--- src/logic/composer_pkg.sv ---
package composer_pkg;

   // stream and field widths
   localparam int data_width     = 64;
   localparam int ctrl_width     = 8;
   localparam int ip_addr_width  = 32;
   localparam int mac_addr_width = 48;
   localparam int num_shards     = 4;
   localparam int shard_width    = 2;
   localparam int frame_words    = 9; // module header + 8 packet words

   // module header: dst port 1, word count, src port 1, byte count
   localparam logic [data_width-1:0] netfpga_hdr_word = {
      16'h0001,
      16'(frame_words - 1),
      16'h0001,
      16'(8 * (frame_words - 1))
   };

   localparam logic [15:0] ether_type_ipv4 = 16'h0800;
   localparam logic [15:0] ip_ver_ihl_tos  = 16'h4510; // v4, 5 words, tos 0x10
   localparam logic [15:0] ip_total_len_kv = 16'h0032;
   localparam logic [15:0] ip_ident        = 16'hd431;
   localparam logic [15:0] ip_flags_frag   = 16'h0000;
   localparam logic [15:0] ip_ttl_proto    = 16'h1411; // ttl 0x14, udp
   localparam logic [15:0] udp_port_kv     = 16'h001e; // port 30 both ways
   localparam logic [15:0] udp_len_kv      = 16'h001e; // receiver ignores it

   localparam logic [ctrl_width-1:0] ctrl_module_hdr = 8'hff;
   localparam logic [ctrl_width-1:0] ctrl_mid        = 8'h00;
   localparam logic [ctrl_width-1:0] ctrl_last       = 8'h80;

   // per-shard addressing, index 0 is the rightmost entry
   localparam logic [num_shards-1:0][ip_addr_width-1:0] fpga_ip_table = {
      32'h2801_0101, // 40.1.1.1
      32'h1e01_0101, // 30.1.1.1
      32'h1401_0101, // 20.1.1.1
      32'h0a01_0101  // 10.1.1.1
   };

   localparam logic [num_shards-1:0][ip_addr_width-1:0] asst_ip_table = {
      32'h2801_0102,
      32'h1e01_0102,
      32'h1401_0102,
      32'h0a01_0102
   };

   localparam logic [num_shards-1:0][mac_addr_width-1:0] asst_mac_table = {
      48'h0014_d125_d09f,
      48'h0014_d126_5344,
      48'h0014_d117_6be2,
      48'h0014_d117_6bee
   };

   localparam logic [mac_addr_width-1:0] nf_src_mac = 48'h004e_4632_4300; // port 0

   // command bytes, sit at bits 47:40 of the command word
   localparam logic [7:0] cmd_flush  = 8'h0a;
   localparam logic [7:0] cmd_tcheck = 8'h0b;

   typedef enum logic {
      flush_req  = 1'b0,
      tcheck_req = 1'b1
   } req_kind_e;

   typedef struct packed {
      logic [31:0] key;
      logic [31:0] value;
   } kv_pair_t;

   typedef union packed {
      logic [data_width-1:0] raw;
      kv_pair_t              pair;
   } kv_word_u;

   typedef struct packed {
      req_kind_e kind;
      kv_pair_t  pair;
   } request_t;

   typedef struct packed {
      logic [ip_addr_width-1:0] src_ip;
      logic [ip_addr_width-1:0] dst_ip;
   } ip_hdr_fields_t;

   typedef struct packed {
      logic [data_width-1:0] data;
      logic [ctrl_width-1:0] ctrl;
   } stream_word_t;

endpackage

--- src/logic/accum_value_fifo.sv ---
`timescale 1ns/1ps

module accum_value_fifo (
   input  logic        clk,
   input  logic        reset,
   input  logic        accum_valid,
   input  logic [31:0] accum_value,
   output logic        accum_ready,
   output logic        fifo_valid,
   output logic [31:0] fifo_value,
   input  logic        fifo_pop
);

   logic [31:0] mem [4];
   logic [1:0]  wr_ptr;
   logic [1:0]  rd_ptr;
   logic [2:0]  count; // 0..4
   logic        push;
   logic        pop;

   assign accum_ready = (count != 3'd4);
   assign fifo_valid  = (count != 3'd0);
   assign fifo_value  = mem[rd_ptr]; // head of queue

   assign push = accum_valid && accum_ready;
   assign pop  = fifo_pop && fifo_valid;

   always_ff @(posedge clk) begin
      if (reset) begin
         wr_ptr <= '0;
         rd_ptr <= '0;
         count  <= '0;
      end else begin
         if (push) begin
            wr_ptr <= wr_ptr + 2'd1; // wraps at four
         end
         if (pop) begin
            rd_ptr <= rd_ptr + 2'd1;
         end
         case ({push, pop})
            2'b10:   count <= count + 3'd1;
            2'b01:   count <= count - 3'd1;
            default: count <= count; // both or neither
         endcase
      end
   end

   always_ff @(posedge clk) begin
      if (push) begin
         mem[wr_ptr] <= accum_value;
      end
   end

endmodule

--- src/logic/request_arbiter.sv ---
`timescale 1ns/1ps

module request_arbiter import composer_pkg::*; (
   input  logic                   clk,
   input  logic                   reset,
   input  logic                   fifo_valid,
   input  logic [31:0]            fifo_value,
   output logic                   fifo_pop,
   input  logic                   flush_valid,
   input  kv_word_u               flush_word,
   output logic                   flush_ready,
   input  logic [shard_width-1:0] shard_id,
   output logic                   req_valid,
   output request_t               req,
   input  logic                   req_ready,
   output ip_hdr_fields_t         ip_fields
);

   typedef enum logic [1:0] {
      a_idle,
      a_take,
      a_hold
   } arb_state_e;

   arb_state_e state;
   logic       take_tcheck; // source picked in idle
   logic       take_xfer;

   // pop or read one cycle after the pick
   assign fifo_pop    = (state == a_take) && take_tcheck && fifo_valid;
   assign flush_ready = (state == a_take) && !take_tcheck;
   assign take_xfer   = fifo_pop || (flush_ready && flush_valid);
   assign req_valid   = (state == a_hold);

   always_ff @(posedge clk) begin
      if (reset) begin
         state       <= a_idle;
         take_tcheck <= 1'b0;
      end else begin
         case (state)
            a_idle: begin
               if (fifo_valid) begin // termination checks first
                  take_tcheck <= 1'b1;
                  state       <= a_take;
               end else if (flush_valid) begin
                  take_tcheck <= 1'b0;
                  state       <= a_take;
               end
            end
            a_take: begin
               if (take_xfer) begin
                  state <= a_hold;
               end
            end
            a_hold: begin
               if (req_ready) begin
                  state <= a_idle; // only now look for the next one
               end
            end
            default: state <= a_idle;
         endcase
      end
   end

   // request payload and the matching address pair
   always_ff @(posedge clk) begin
      if (take_xfer) begin
         if (take_tcheck) begin
            req.kind       <= tcheck_req;
            req.pair.key   <= '0;
            req.pair.value <= fifo_value;
         end else begin
            req.kind <= flush_req;
            req.pair <= flush_word.pair;
         end
         ip_fields.src_ip <= fpga_ip_table[shard_id];
         ip_fields.dst_ip <= asst_ip_table[shard_id];
      end
   end

endmodule

--- src/logic/ip_checksum.sv ---
`timescale 1ns/1ps

module ip_checksum import composer_pkg::*; (
   input  logic           clk,
   input  logic           reset,
   input  ip_hdr_fields_t ip_fields,
   output logic [15:0]    checksum
);

   logic [31:0] sum_fixed_src; // constant words plus source halves
   logic [31:0] sum_dst;
   logic [31:0] total;
   logic [16:0] fold_once;
   logic [15:0] fold_twice;

   // stage one
   always_ff @(posedge clk) begin
      if (reset) begin
         sum_fixed_src <= '0;
         sum_dst       <= '0;
      end else begin
         sum_fixed_src <= 32'(ip_ver_ihl_tos) + 32'(ip_total_len_kv)
                        + 32'(ip_ident) + 32'(ip_flags_frag)
                        + 32'(ip_ttl_proto)
                        + 32'(ip_fields.src_ip[31:16])
                        + 32'(ip_fields.src_ip[15:0]);
         sum_dst       <= 32'(ip_fields.dst_ip[31:16])
                        + 32'(ip_fields.dst_ip[15:0]);
      end
   end

   // end-around carry, two folds cover any carry out of the first
   assign total      = sum_fixed_src + sum_dst;
   assign fold_once  = 17'(total[15:0]) + 17'(total[31:16]);
   assign fold_twice = fold_once[15:0] + 16'(fold_once[16]);

   // stage two
   always_ff @(posedge clk) begin
      if (reset) begin
         checksum <= '0;
      end else begin
         checksum <= ~fold_twice;
      end
   end

endmodule

--- src/logic/frame_sequencer.sv ---
`timescale 1ns/1ps

module frame_sequencer import composer_pkg::*; (
   input  logic                   clk,
   input  logic                   reset,
   input  logic                   req_valid,
   input  request_t               req,
   output logic                   req_ready,
   input  logic [shard_width-1:0] shard_id,
   input  logic [15:0]            checksum,
   output logic                   out_valid,
   output stream_word_t           out_word,
   input  logic                   out_ready
);

   typedef enum logic [3:0] {
      s_idle,
      s_wait_0,
      s_wait_1,
      s_hdr,    // module header
      s_eth_0,
      s_eth_1,
      s_ip_0,
      s_ip_1,
      s_ip_2,
      s_cmd,
      s_zero,
      s_kv      // last word of the frame
   } seq_state_e;

   seq_state_e               state;
   request_t                 req_q;
   logic [shard_width-1:0]   shard_q;
   logic [15:0]              csum_q;
   logic [mac_addr_width-1:0] dst_mac;
   logic [ip_addr_width-1:0]  src_ip;
   logic [ip_addr_width-1:0]  dst_ip;
   logic [7:0]               cmd_byte;

   assign req_ready = (state == s_idle);
   assign out_valid = (state >= s_hdr);

   always_ff @(posedge clk) begin
      if (reset) begin
         state <= s_idle;
      end else begin
         case (state)
            s_idle: begin
               if (req_valid) begin
                  state <= s_wait_0;
               end
            end
            s_wait_0: state <= s_wait_1;
            s_wait_1: state <= s_hdr; // checksum settled by now
            s_kv: begin
               if (out_ready) begin
                  state <= s_idle;
               end
            end
            default: begin
               if (out_ready) begin
                  state <= seq_state_e'(state + 4'd1);
               end
            end
         endcase
      end
   end

   // arbiter may already hold the next request, so keep our own copy
   always_ff @(posedge clk) begin
      if (state == s_idle && req_valid) begin
         req_q   <= req;
         shard_q <= shard_id;
      end
      if (state == s_wait_1) begin
         csum_q <= checksum;
      end
   end

   assign dst_mac  = asst_mac_table[shard_q];
   assign src_ip   = fpga_ip_table[shard_q];
   assign dst_ip   = asst_ip_table[shard_q];
   assign cmd_byte = (req_q.kind == tcheck_req) ? cmd_tcheck : cmd_flush;

   always_comb begin
      out_word.ctrl = ctrl_mid;
      out_word.data = '0;
      case (state)
         s_hdr: begin
            out_word.data = netfpga_hdr_word;
            out_word.ctrl = ctrl_module_hdr;
         end
         s_eth_0: out_word.data = {dst_mac, nf_src_mac[47:32]};
         s_eth_1: out_word.data = {nf_src_mac[31:0], ether_type_ipv4, ip_ver_ihl_tos};
         s_ip_0: begin
            out_word.data = {ip_total_len_kv, ip_ident, ip_flags_frag, ip_ttl_proto};
         end
         s_ip_1:  out_word.data = {csum_q, src_ip, dst_ip[31:16]};
         s_ip_2:  out_word.data = {dst_ip[15:0], udp_port_kv, udp_port_kv, udp_len_kv};
         s_cmd:   out_word.data = {16'h0000, cmd_byte, 40'h0};
         s_zero:  out_word.data = '0; // reserved word
         s_kv: begin
            out_word.data = req_q.pair;
            out_word.ctrl = ctrl_last;
         end
         default: begin
            out_word.data = '0;
            out_word.ctrl = ctrl_mid;
         end
      endcase
   end

endmodule

--- src/logic/packet_composer.sv ---
`timescale 1ns/1ps

module packet_composer import composer_pkg::*; (
   input  logic                   clk,
   input  logic                   reset,
   input  logic                   accum_valid,
   input  logic [31:0]            accum_value,
   output logic                   accum_ready,
   input  logic                   flush_valid,
   input  kv_word_u               flush_word,
   output logic                   flush_ready,
   input  logic [shard_width-1:0] shard_id,
   output logic                   out_valid,
   output stream_word_t           out_word,
   input  logic                   out_ready
);

   logic           fifo_valid;
   logic [31:0]    fifo_value;
   logic           fifo_pop;
   logic           req_valid;
   logic           req_ready;
   request_t       req;
   ip_hdr_fields_t ip_fields;
   logic [15:0]    checksum;

   accum_value_fifo u_fifo (
      .clk         (clk),
      .reset       (reset),
      .accum_valid (accum_valid),
      .accum_value (accum_value),
      .accum_ready (accum_ready),
      .fifo_valid  (fifo_valid),
      .fifo_value  (fifo_value),
      .fifo_pop    (fifo_pop)
   );

   request_arbiter u_arbiter (
      .clk         (clk),
      .reset       (reset),
      .fifo_valid  (fifo_valid),
      .fifo_value  (fifo_value),
      .fifo_pop    (fifo_pop),
      .flush_valid (flush_valid),
      .flush_word  (flush_word),
      .flush_ready (flush_ready),
      .shard_id    (shard_id),
      .req_valid   (req_valid),
      .req         (req),
      .req_ready   (req_ready),
      .ip_fields   (ip_fields)
   );

   ip_checksum u_checksum (
      .clk       (clk),
      .reset     (reset),
      .ip_fields (ip_fields),
      .checksum  (checksum)
   );

   frame_sequencer u_sequencer (
      .clk       (clk),
      .reset     (reset),
      .req_valid (req_valid),
      .req       (req),
      .req_ready (req_ready),
      .shard_id  (shard_id),
      .checksum  (checksum),
      .out_valid (out_valid),
      .out_word  (out_word),
      .out_ready (out_ready)
   );

endmodule

--- config.mk ---
export PLATFORM = sky130hd
export DESIGN_NAME = packet_composer
export DESIGN_NICKNAME = d
export VERILOG_FILES = /design/src/logic/composer_pkg.sv /design/src/logic/accum_value_fifo.sv /design/src/logic/request_arbiter.sv /design/src/logic/ip_checksum.sv /design/src/logic/frame_sequencer.sv /design/src/logic/packet_composer.sv
export SDC_FILE = /design/constraint.sdc
export NUM_CORES = 1
export LEC_CHECK = 0
export BUFFER_PORTS_ARGS = -buffer_cell sky130_fd_sc_hd__clkbuf_2
export CAP_MARGIN = 20
export CORE_UTILIZATION = 50
export DETAILED_ROUTE_END_ITERATION = 12
export GPL_TIMING_DRIVEN = 1
export PLACE_DENSITY = 0.71
export REMOVE_ABC_BUFFERS = 1
export SYNTH_ARGS = -nofsm -noshare
export SYNTH_HDL_FRONTEND = slang
export SYNTH_SLANG_ARGS = --single-unit
--- constraint.sdc ---
create_clock -name clk -period 5.5 [get_ports clk]
set_clock_uncertainty 0.15 [all_clocks]
set_input_delay 1.1 -clock clk [delete_from_list [all_inputs] [get_ports clk]]
set_output_delay 1.1 -clock clk [all_outputs]
set_load 0.02 [all_outputs]
Word level (Yosys, flattened, before mapping):

Memories as Yosys holds them, arrays and structs flattened. A register that Yosys moved wholly into a read port is not among the register bits.
Cells that the tools add are included.
W data, S select, Z words.

* reductions and logical operators: 18
* shift-type cells: 0
* mux-type cells: 30
* $mul: 0
* bitwise operators: 1
* equal/unequal tests: 20
* $add $sub $neg: 11
* div/mod/pow operators: 0
* order comparisons: 3

Operators by type and width (count)
* $pmux W64 S8: 1
* $bmux W32 S2: 4
* $mux W32: 4
* $bmux W48 S2: 1
* $mux W65: 1
* $mux W48: 1
* $add A16 B16 Y17: 2
* $add A32 B16 Y32: 1
* $add A32 B32 Y32: 1
* $add A17 B16 Y18 const A: 1
* $add A16 B1 Y16: 1
* $eq A4 B3 Y1 const B: 4
* $not A16 Y16: 1
* $pmux W4 S4: 1
* $pmux W8 S2: 1
* $eq A4 B4 Y1 const B: 3
* $mux W2: 6
* $mux W4: 3
* $eq A4 B2 Y1 const B: 2
* $logic_and A1 B1 Y1: 7
* $lt A2 B3 Y1 const B: 2
* $pmux W2 S3: 1
* $pmux W3 S2: 1
* $reduce_and A3 Y1: 2
* other kinds (21): 31

* memory bits (writable): 128
* word-level logic and storage cells: 103
* register bits: 306
* bits of input ports: 103
* latch bits: 0
* ROM bits: 0
* output and inout bits: 75
* memories: 1

Memories
* u_fifo.mem: depth 4, width 32, read ports 1, clocked after Yosys merged registers in 1, wr ports 1, line accum_value_fifo.sv:14 `logic [31:0] mem [4];`

Logic depth before layout (Yosys ltp):

Gate-level depths: netlist of the first run.

* word-level depth: 6
* depth in mapped cells: 9
* gate-level depth less buffers: 9

By module:

From an unflattened synthesis of the first run, not the netlist that was laid out.

* cells, all modules: 1245
* area total of the unflattened synthesis: 16754.8 µm²

Modules (own cells, without submodules)
* accum_value_fifo: seq. area each 4023.9 µm², cells an instance 219, instances 1, area an instance 5134.9 µm²
* ip_checksum: seq. area each 1021.0 µm², cells an instance 524, instances 1, area an instance 4434.3 µm²
* frame_sequencer: seq. area each 2572.5 µm², cells an instance 275, instances 1, area an instance 3836.2 µm²
* request_arbiter: seq. area each 2132.0 µm², cells an instance 227, instances 1, area an instance 3349.5 µm²

Worst setup path after synthesis of the first run:

OpenSTA, ideal clock, no wires.

* kind: reg2reg
* from: register u_sequencer.state[0]
* to: register u_sequencer.req_q[0] (netlist name) (enable)
* setup time: 500 ps
* data arrival time: 4102 ps
* path slack: 748 ps
* data required time: 4850 ps
* period minus slack after synthesis: 4752 ps
* stages on the path, launching flop included: 5
* buffers on the path: 0
* path through: dfxtp_1 -> inv_1 -> ha_1 -> or3b_4 -> nor2b_1

* cells in the longest elaborated chain, start to end: 2

RTL lines
* start: declaration: line frame_sequencer.sv:31 `seq_state_e state;`
* start signal: assignment: line frame_sequencer.sv:45 `state <= s_idle;`
* start signal: assignment: line frame_sequencer.sv:50 `state <= s_wait_0;`
* start signal: assignment: line frame_sequencer.sv:53 `s_wait_0: state <= s_wait_1;`
* $logic_not A4 Y1: line frame_sequencer.sv:71 `if (state == s_idle && req_valid) begin`
* $logic_and A1 B1 Y1: line frame_sequencer.sv:71
* end signal: assignment: line frame_sequencer.sv:72 `req_q <= req;`
* end: declaration: line frame_sequencer.sv:32 `request_t req_q;`

Every way passes these cells.
A chain may end at the register's enable or synchronous reset.

==> impl_metrics.ini, run 1 <==
[outcome]
status = finished, final reports clean

[pwr]
ir_worst_vdd_mv = 0.275
p_leak_nw = 5.39
power.density_nw_per_um2 = 378
total_power_mw = 5.54

[drt]
wire_per_inst_um = 20.3
drc = 0
totalWireLength_mm = 26.1
drtAntennaViolNets = 0
drtIter0Drc = 550
via_count = 6970
detail_route.vias_per_cell = 5.43
first_pass_iters = 5

[layout]
multi_input_area_um2 = 3170
most-common-layout-cells = edfxtp_1 (276), clkbuf_2 (177), nand2_1 (44)
final_common_cell = edfxtp_1
drive_above_1_share_pct = 32.4
area_delta_synth_final_pct = 16.9
utilization_pct = 59.8
seqCellArea_um2 = 9070
final.fill_count = 1865
nNetsFinal = 1066
diodes = 0

[clocking]
clk_pin_slew_ns = 0.06
clock_latency_ns = 0.54
cts_tree = built
htree_levels = 1
cts_buffer_depth = 3
postCtsSetupRepairBufs = 0
cts_root_buffer = clkbuf_16
clock-sinks = 315
postCtsHoldBufs = 0
cts_resized = 0
cts_made_buffers = 31

[die]
num_io_pins = 178
rows = 57
die-area_um2 = 25700
die_h_um = 160
core_area_um2 = 24500
die_x_um = 160
initial_core_util_pct = 51.1

[timing]
tightest_slew_ns = 1.02
fin_ws_ns = 0.938
fmax_mhz = 219
period_share_pct = 82.9
setup_violations = 0
tns_ns = 0
rsz0062_at_grt = false
fin_crit_ns = 4.56
maxSlewViolCount = 0
slew-limit-headroom_pct = 32.3
finalHoldViolations = 0

[setup_path]
path_buf_inv = 2
critPathMaxFanout = 29
crit_arrival_ns = 3.31
crit_chain = nand2b_1, nor2_4, buf_4, nand2_1, o21ai_0, clkbuf_2
cp_data_required_time_ns = 4.25
worstSetupEndpointType = output port
cp_slowest_cell = nor2_4
crit_path_max_incr_delay_ns = 0.86
critPathKind = flop to output port
crit_family = simple AND/OR/NAND/NOR gates
critPathLaunchType = flop

[yosys]
synth_enable_flop_cells = 276
synth_cell_types = 53
async_flop_share_pct = 0
syn-mean-instance-area_um2 = 16.4
netlist.area_leader.share_pct = 66.2
syn-instance-count = 764
yosysWarnings = 0
seq_area_frac_synth_pct = 72.5
synthTopCellsByArea = edfxtp_1 (66%), dfxtp_1 (6.2%), mux4_2 (5.8%), mux2_2 (3.0%), ha_1 (2.4%)
syn_area_um2 = 12500
synth_top_area_cell = edfxtp_1
synthFlopType = edfxtp_1
ys_ff_latch = 315

[global_route]
grt_pass1_wl_mm = 39.9
grt-ovfl-total = 0
grt_pass1_vias = 6994
grt_max_degree = 71
grt_util_all_layers_pct = 20.5
antenna_found_initial = 0

[run]
cap_violations = 0

[placed_design]
gp_congestion = 0.835
dp_hpwl_mm = 16.7
io_buffers = 177
place_ws_ns = 1.48

[hold_path]
hp-class = flop to flop
[layout make-up]
class | count | share of cell area, %
clock buffer | 37 | 5.73
tap | 324 | 2.77
timing repair buffer | 183 | 6.36
multi-input combinational | 387 | 21.7
inverter | 19 | 0.487
sequential | 315 | 62.0
clock inverter | 19 | 0.949
[final timing paths]
| check | from | end | depth (start not counted) | slack [ns] |
|---|---|---|---|---|
| worst max register to register | u_sequencer.state[0] | u_sequencer.req_q[45] | 6 | 2.31 |
| worst min-delay path | u_checksum.checksum[9] | u_sequencer.csum_q[9] | 0 | 0.25 |
| worst min register to register | u_checksum.checksum[9] | u_sequencer.csum_q[9] | 0 | 0.25 |
| worst max-delay path | u_sequencer.state[3] | out_word[70] | 6 | 0.94 |
[synth_stat cells, types with 8 or more instances]
master      n
a21oi_1    33
a22o_1      9
and2_1     11
buf_2      10
clkbuf_1   17
dfxtp_1    39
edfxtp_1  276
ha_1       24
inv_1      19
mux2_2     33
mux4_2     32
nand2_1    44
nor2_1     35
nor2b_1    41
o21ai_0    38
xor2_1      8
[power breakdown]
part	switching, mW	internal [mW]	leakage (nW)
clock network	0.842	1.17	0.488
logic	0.372	0.242	2.05
registers	0.0929	2.82	2.85
total	1.31	4.23	5.39
[metal layers]
layer / GRT usage (%) / share of wire (%) / up-vias
met2: 35.5 / 50 / 228
met5: 0 / 0 / -
met3: 2.78 / 5.4 / 42
li1: - / - / 3253
met4: 5.67 / 2.2 / 0
met1: 27.4 / 42 / 3447
[metrics by stage]
stage               area (µm²)  hold WS [ns]  cells
detailed placement       13700         0.240   1228
global placement         13700         0.237   1228
floorplan                12300         0.236    721
CTS                      14600         0.256   1284
finish                   14600         0.255   1284
global route             14600         0.263   1284
[worst register-to-register path, cell delays in order (launching register included)]
cell and delay (ns):
dfxtp_1 0.34, inv_1 0.16, ha_1 0.21, buf_4 0.31, or3b_4 0.48, nor2b_4 0.73, buf_4 0.47
[registers in the layout (all words and copies together) (netlist names), named ones only]
register	cells
u_arbiter.ip_fields	4
u_arbiter.take_tcheck	1
u_arbiter.req	65
u_fifo.wr_ptr	2
u_sequencer.csum_q	12
u_sequencer.shard_q	2
u_fifo.count	3
u_fifo.rd_ptr	2
u_checksum.sum_dst	4
u_checksum.checksum	12
u_sequencer.state	4
u_checksum.sum_fixed_src	7
u_sequencer.req_q	65
u_arbiter.state	2
u_fifo.mem	128
[kinds of logic after synthesis]
kind of cell             count (synthesis)  share of synthesized area [%]
AO/OA/AOI/OAI                          113                           5.70
XOR/XNOR                                14                          0.980
adder cells (fa/ha/maj)                 26                           2.72
buffers and inverters                   62                           2.33
flip-flops                             315                           72.5
multiplexers                            67                           8.89
AND/OR/NAND/NOR                        167                           6.89
(Power assumes the default switching activity.)
==> run 2: changes to the inputs <==
--- a/config.mk
+++ b/config.mk
@@ -10,7 +10,7 @@
 export CORE_UTILIZATION = 50
 export DETAILED_ROUTE_END_ITERATION = 12
 export GPL_TIMING_DRIVEN = 1
-export PLACE_DENSITY = 0.71
+export PLACE_DENSITY = 0.74
 export REMOVE_ABC_BUFFERS = 1
 export SYNTH_ARGS = -nofsm -noshare
 export SYNTH_HDL_FRONTEND = slang
==> constraint.sdc (replaced) <==
create_clock -name clk -period 3.7 [get_ports clk]
set_clock_uncertainty 0.15 [all_clocks]
set_input_delay 0.74 -clock clk [delete_from_list [all_inputs] [get_ports clk]]
set_output_delay 0.74 -clock clk [all_outputs]
set_load 0.02 [all_outputs]
==> impl_metrics.ini, run 2 (same netlist as run 1, synthesis figures left out) <==
[outcome]
status = finished, final reports clean

[clocking]
clk_pin_slew_ns = 0.06
cts_made_buffers = 31
htree_levels = 1
clock_latency_ns = 0.57
cts_buffer_depth = 3
clock-sinks = 315
postCtsHoldBufs = 0
cts_tree = built
cts_root_buffer = clkbuf_16

[placed_design]
io_buffers = 177
placed_cell_area_um2 = 13700
dp_hpwl_mm = 16.9
dp_cells = 1235
gp_congestion = 0.799

[layout]
drive_above_1_share_pct = 32.7
area_delta_synth_final_pct = 17.4
top_regs = u_fifo.mem x128, u_arbiter.req x65, u_sequencer.req_q x65
most-common-layout-cells = edfxtp_1 (276), clkbuf_2 (177), nand2_1 (44)
final_cells = 1294
regMostFlops = u_fifo.mem
final.fill_count = 1814
final_common_cell = edfxtp_1
largest_reg_flops = 128
nNetsFinal = 1074
final_area_um2 = 14700

[die]
core_area_um2 = 24500
initial_core_util_pct = 51.1
die-area_um2 = 25700
die_x_um = 160
num_io_pins = 178
die_h_um = 160
rows = 57

[drt]
drtAntennaViolNets = 0
via_count = 6956
drtIter0Drc = 439
wire_per_inst_um = 19.7
first_pass_iters = 5
detail_route.vias_per_cell = 5.38
totalWireLength_mm = 25.5
drc = 0

[timing]
period_share_pct = 94.7
slew-limit-headroom_pct = 36.4
rsz0062_at_grt = false
hold_ws_ns = 0.241
tightest_slew_ns = 0.954
fin_crit_ns = 3.50
tns_ns = 0
setup_violations = 0
fmax_mhz = 285
maxSlewViolCount = 0
finalHoldViolations = 0

[setup_path]
reg2reg_depth = 9
cp-startpoint = u_sequencer.state[0]
reg2reg_to = u_fifo.count[2]
cp_data_required_time_ns = 2.81
reg2reg_from = u_fifo.count[0]
critPathCapture = out_word[60]
critPathMaxFanout = 20
rrSetupSlack_ns = 1.10
critPathLaunchType = flop
critPathKind = flop to output port
worstSetupEndpointType = output port
crit_arrival_ns = 2.61

[pwr]
ir_worst_vdd_mv = 0.444
power.density_nw_per_um2 = 550
p_leak_nw = 5.40

[global_route]
grt-ovfl-total = 0
grt_max_degree = 70
grt_pass1_wl_mm = 39.0
grt_util_all_layers_pct = 20.2
antenna_found_initial = 1
grt_pass1_vias = 6946

[hold_path]
hp-class = primary input to flop
hold_path_depth = 1
hold_start = accum_value[10]

[run]
cap_violations = 0
run 2: cell types whose count changed in the layout (fill, tap and decap cells not counted), sizes merged:
| cell | change |
|---|---|
| clkinv | -7 |
| clkinvlp | +1 |
| inv | +1 |
| buf | +8 |
| bufinv | -2 |
| clkbuf | +8 |
| diode | +1 |
run 2: how the worst min path moves through the flow:
stage                             end  slack, ns
3_3_place_gp    u_sequencer.csum_q[9]       0.24
6_report            u_fifo.mem[2][10]       0.24
3_5_place_dp   u_sequencer.csum_q[13]       0.24
5_1_grt             u_fifo.mem[3][22]       0.23
2_1_floorplan   u_sequencer.csum_q[0]       0.24
4_1_cts             u_fifo.mem[2][10]       0.22
run 2: area by class of cell:
type                       instances  area, µm²  share of cell area, %
antenna                            1       2.50                 0.0170
clock buffer                      45        848                   5.78
clock inverter                    12       63.8                  0.434
tap                              324        405                   2.76
multi-input combinational        387       3180                   21.6
inverter                          19       71.3                  0.486
timing repair buffer             191       1040                   7.09
sequential                       315       9080                   61.8
run 2: worst max-delay path, stage by stage, from the launching register on:
cell,delay (ns)
dfxtp_1,0.39
inv_1,0.12
ha_1,0.29
buf_4,0.25
nor3_1,0.49
a21oi_1,0.19
a21o_1,0.19
clkbuf_2,0.14
run 2: report_power, final:
| part | internal, mW | switching [mW] |
|---|---|---|
| Sequential | 4.19 | 0.116 |
| Clock | 1.58 | 1.25 |
| Combinational | 0.374 | 0.554 |
| Total | 6.15 | 1.93 |
run 2: stage by stage:
| stage | power [mW] | setup slack (ns) | util [%] |
|---|---|---|---|
| finish | 8.07 | 0.197 | 60.0 |
| global route | 8.38 | 0.0456 | 60.0 |
| CTS | 8.14 | 0.0165 | 59.9 |
| detailed placement | 5.32 | 0.547 | 56.2 |
| global placement | 5.28 | 0.601 | 56.2 |
| floorplan | 4.96 | -1.39 | - |
run 2: per-layer routing:
| layer | global-route usage (%) | wire length, µm | part of all wire, % | vias to the layer above |
|---|---|---|---|---|
| met5 | 0 | 0 | 0 | - |
| met4 | 5.41 | 536 | 2.1 | 0 |
| met3 | 5.56 | 1930 | 7.6 | 34 |
| met2 | 33.8 | 12500 | 49 | 235 |
| met1 | 26.1 | 10500 | 41 | 3430 |
| li1 | - | - | - | 3257 |
run 2: what timing repair did:
action | 4_1_cts | 5_1_grt
buffers inserted | 0 | 1
endpoints found under the hold margin | 0 | 0
setup endpoints to repair | 1 | 31
resized for setup | 1 | 3
pin swaps | 0 | 1
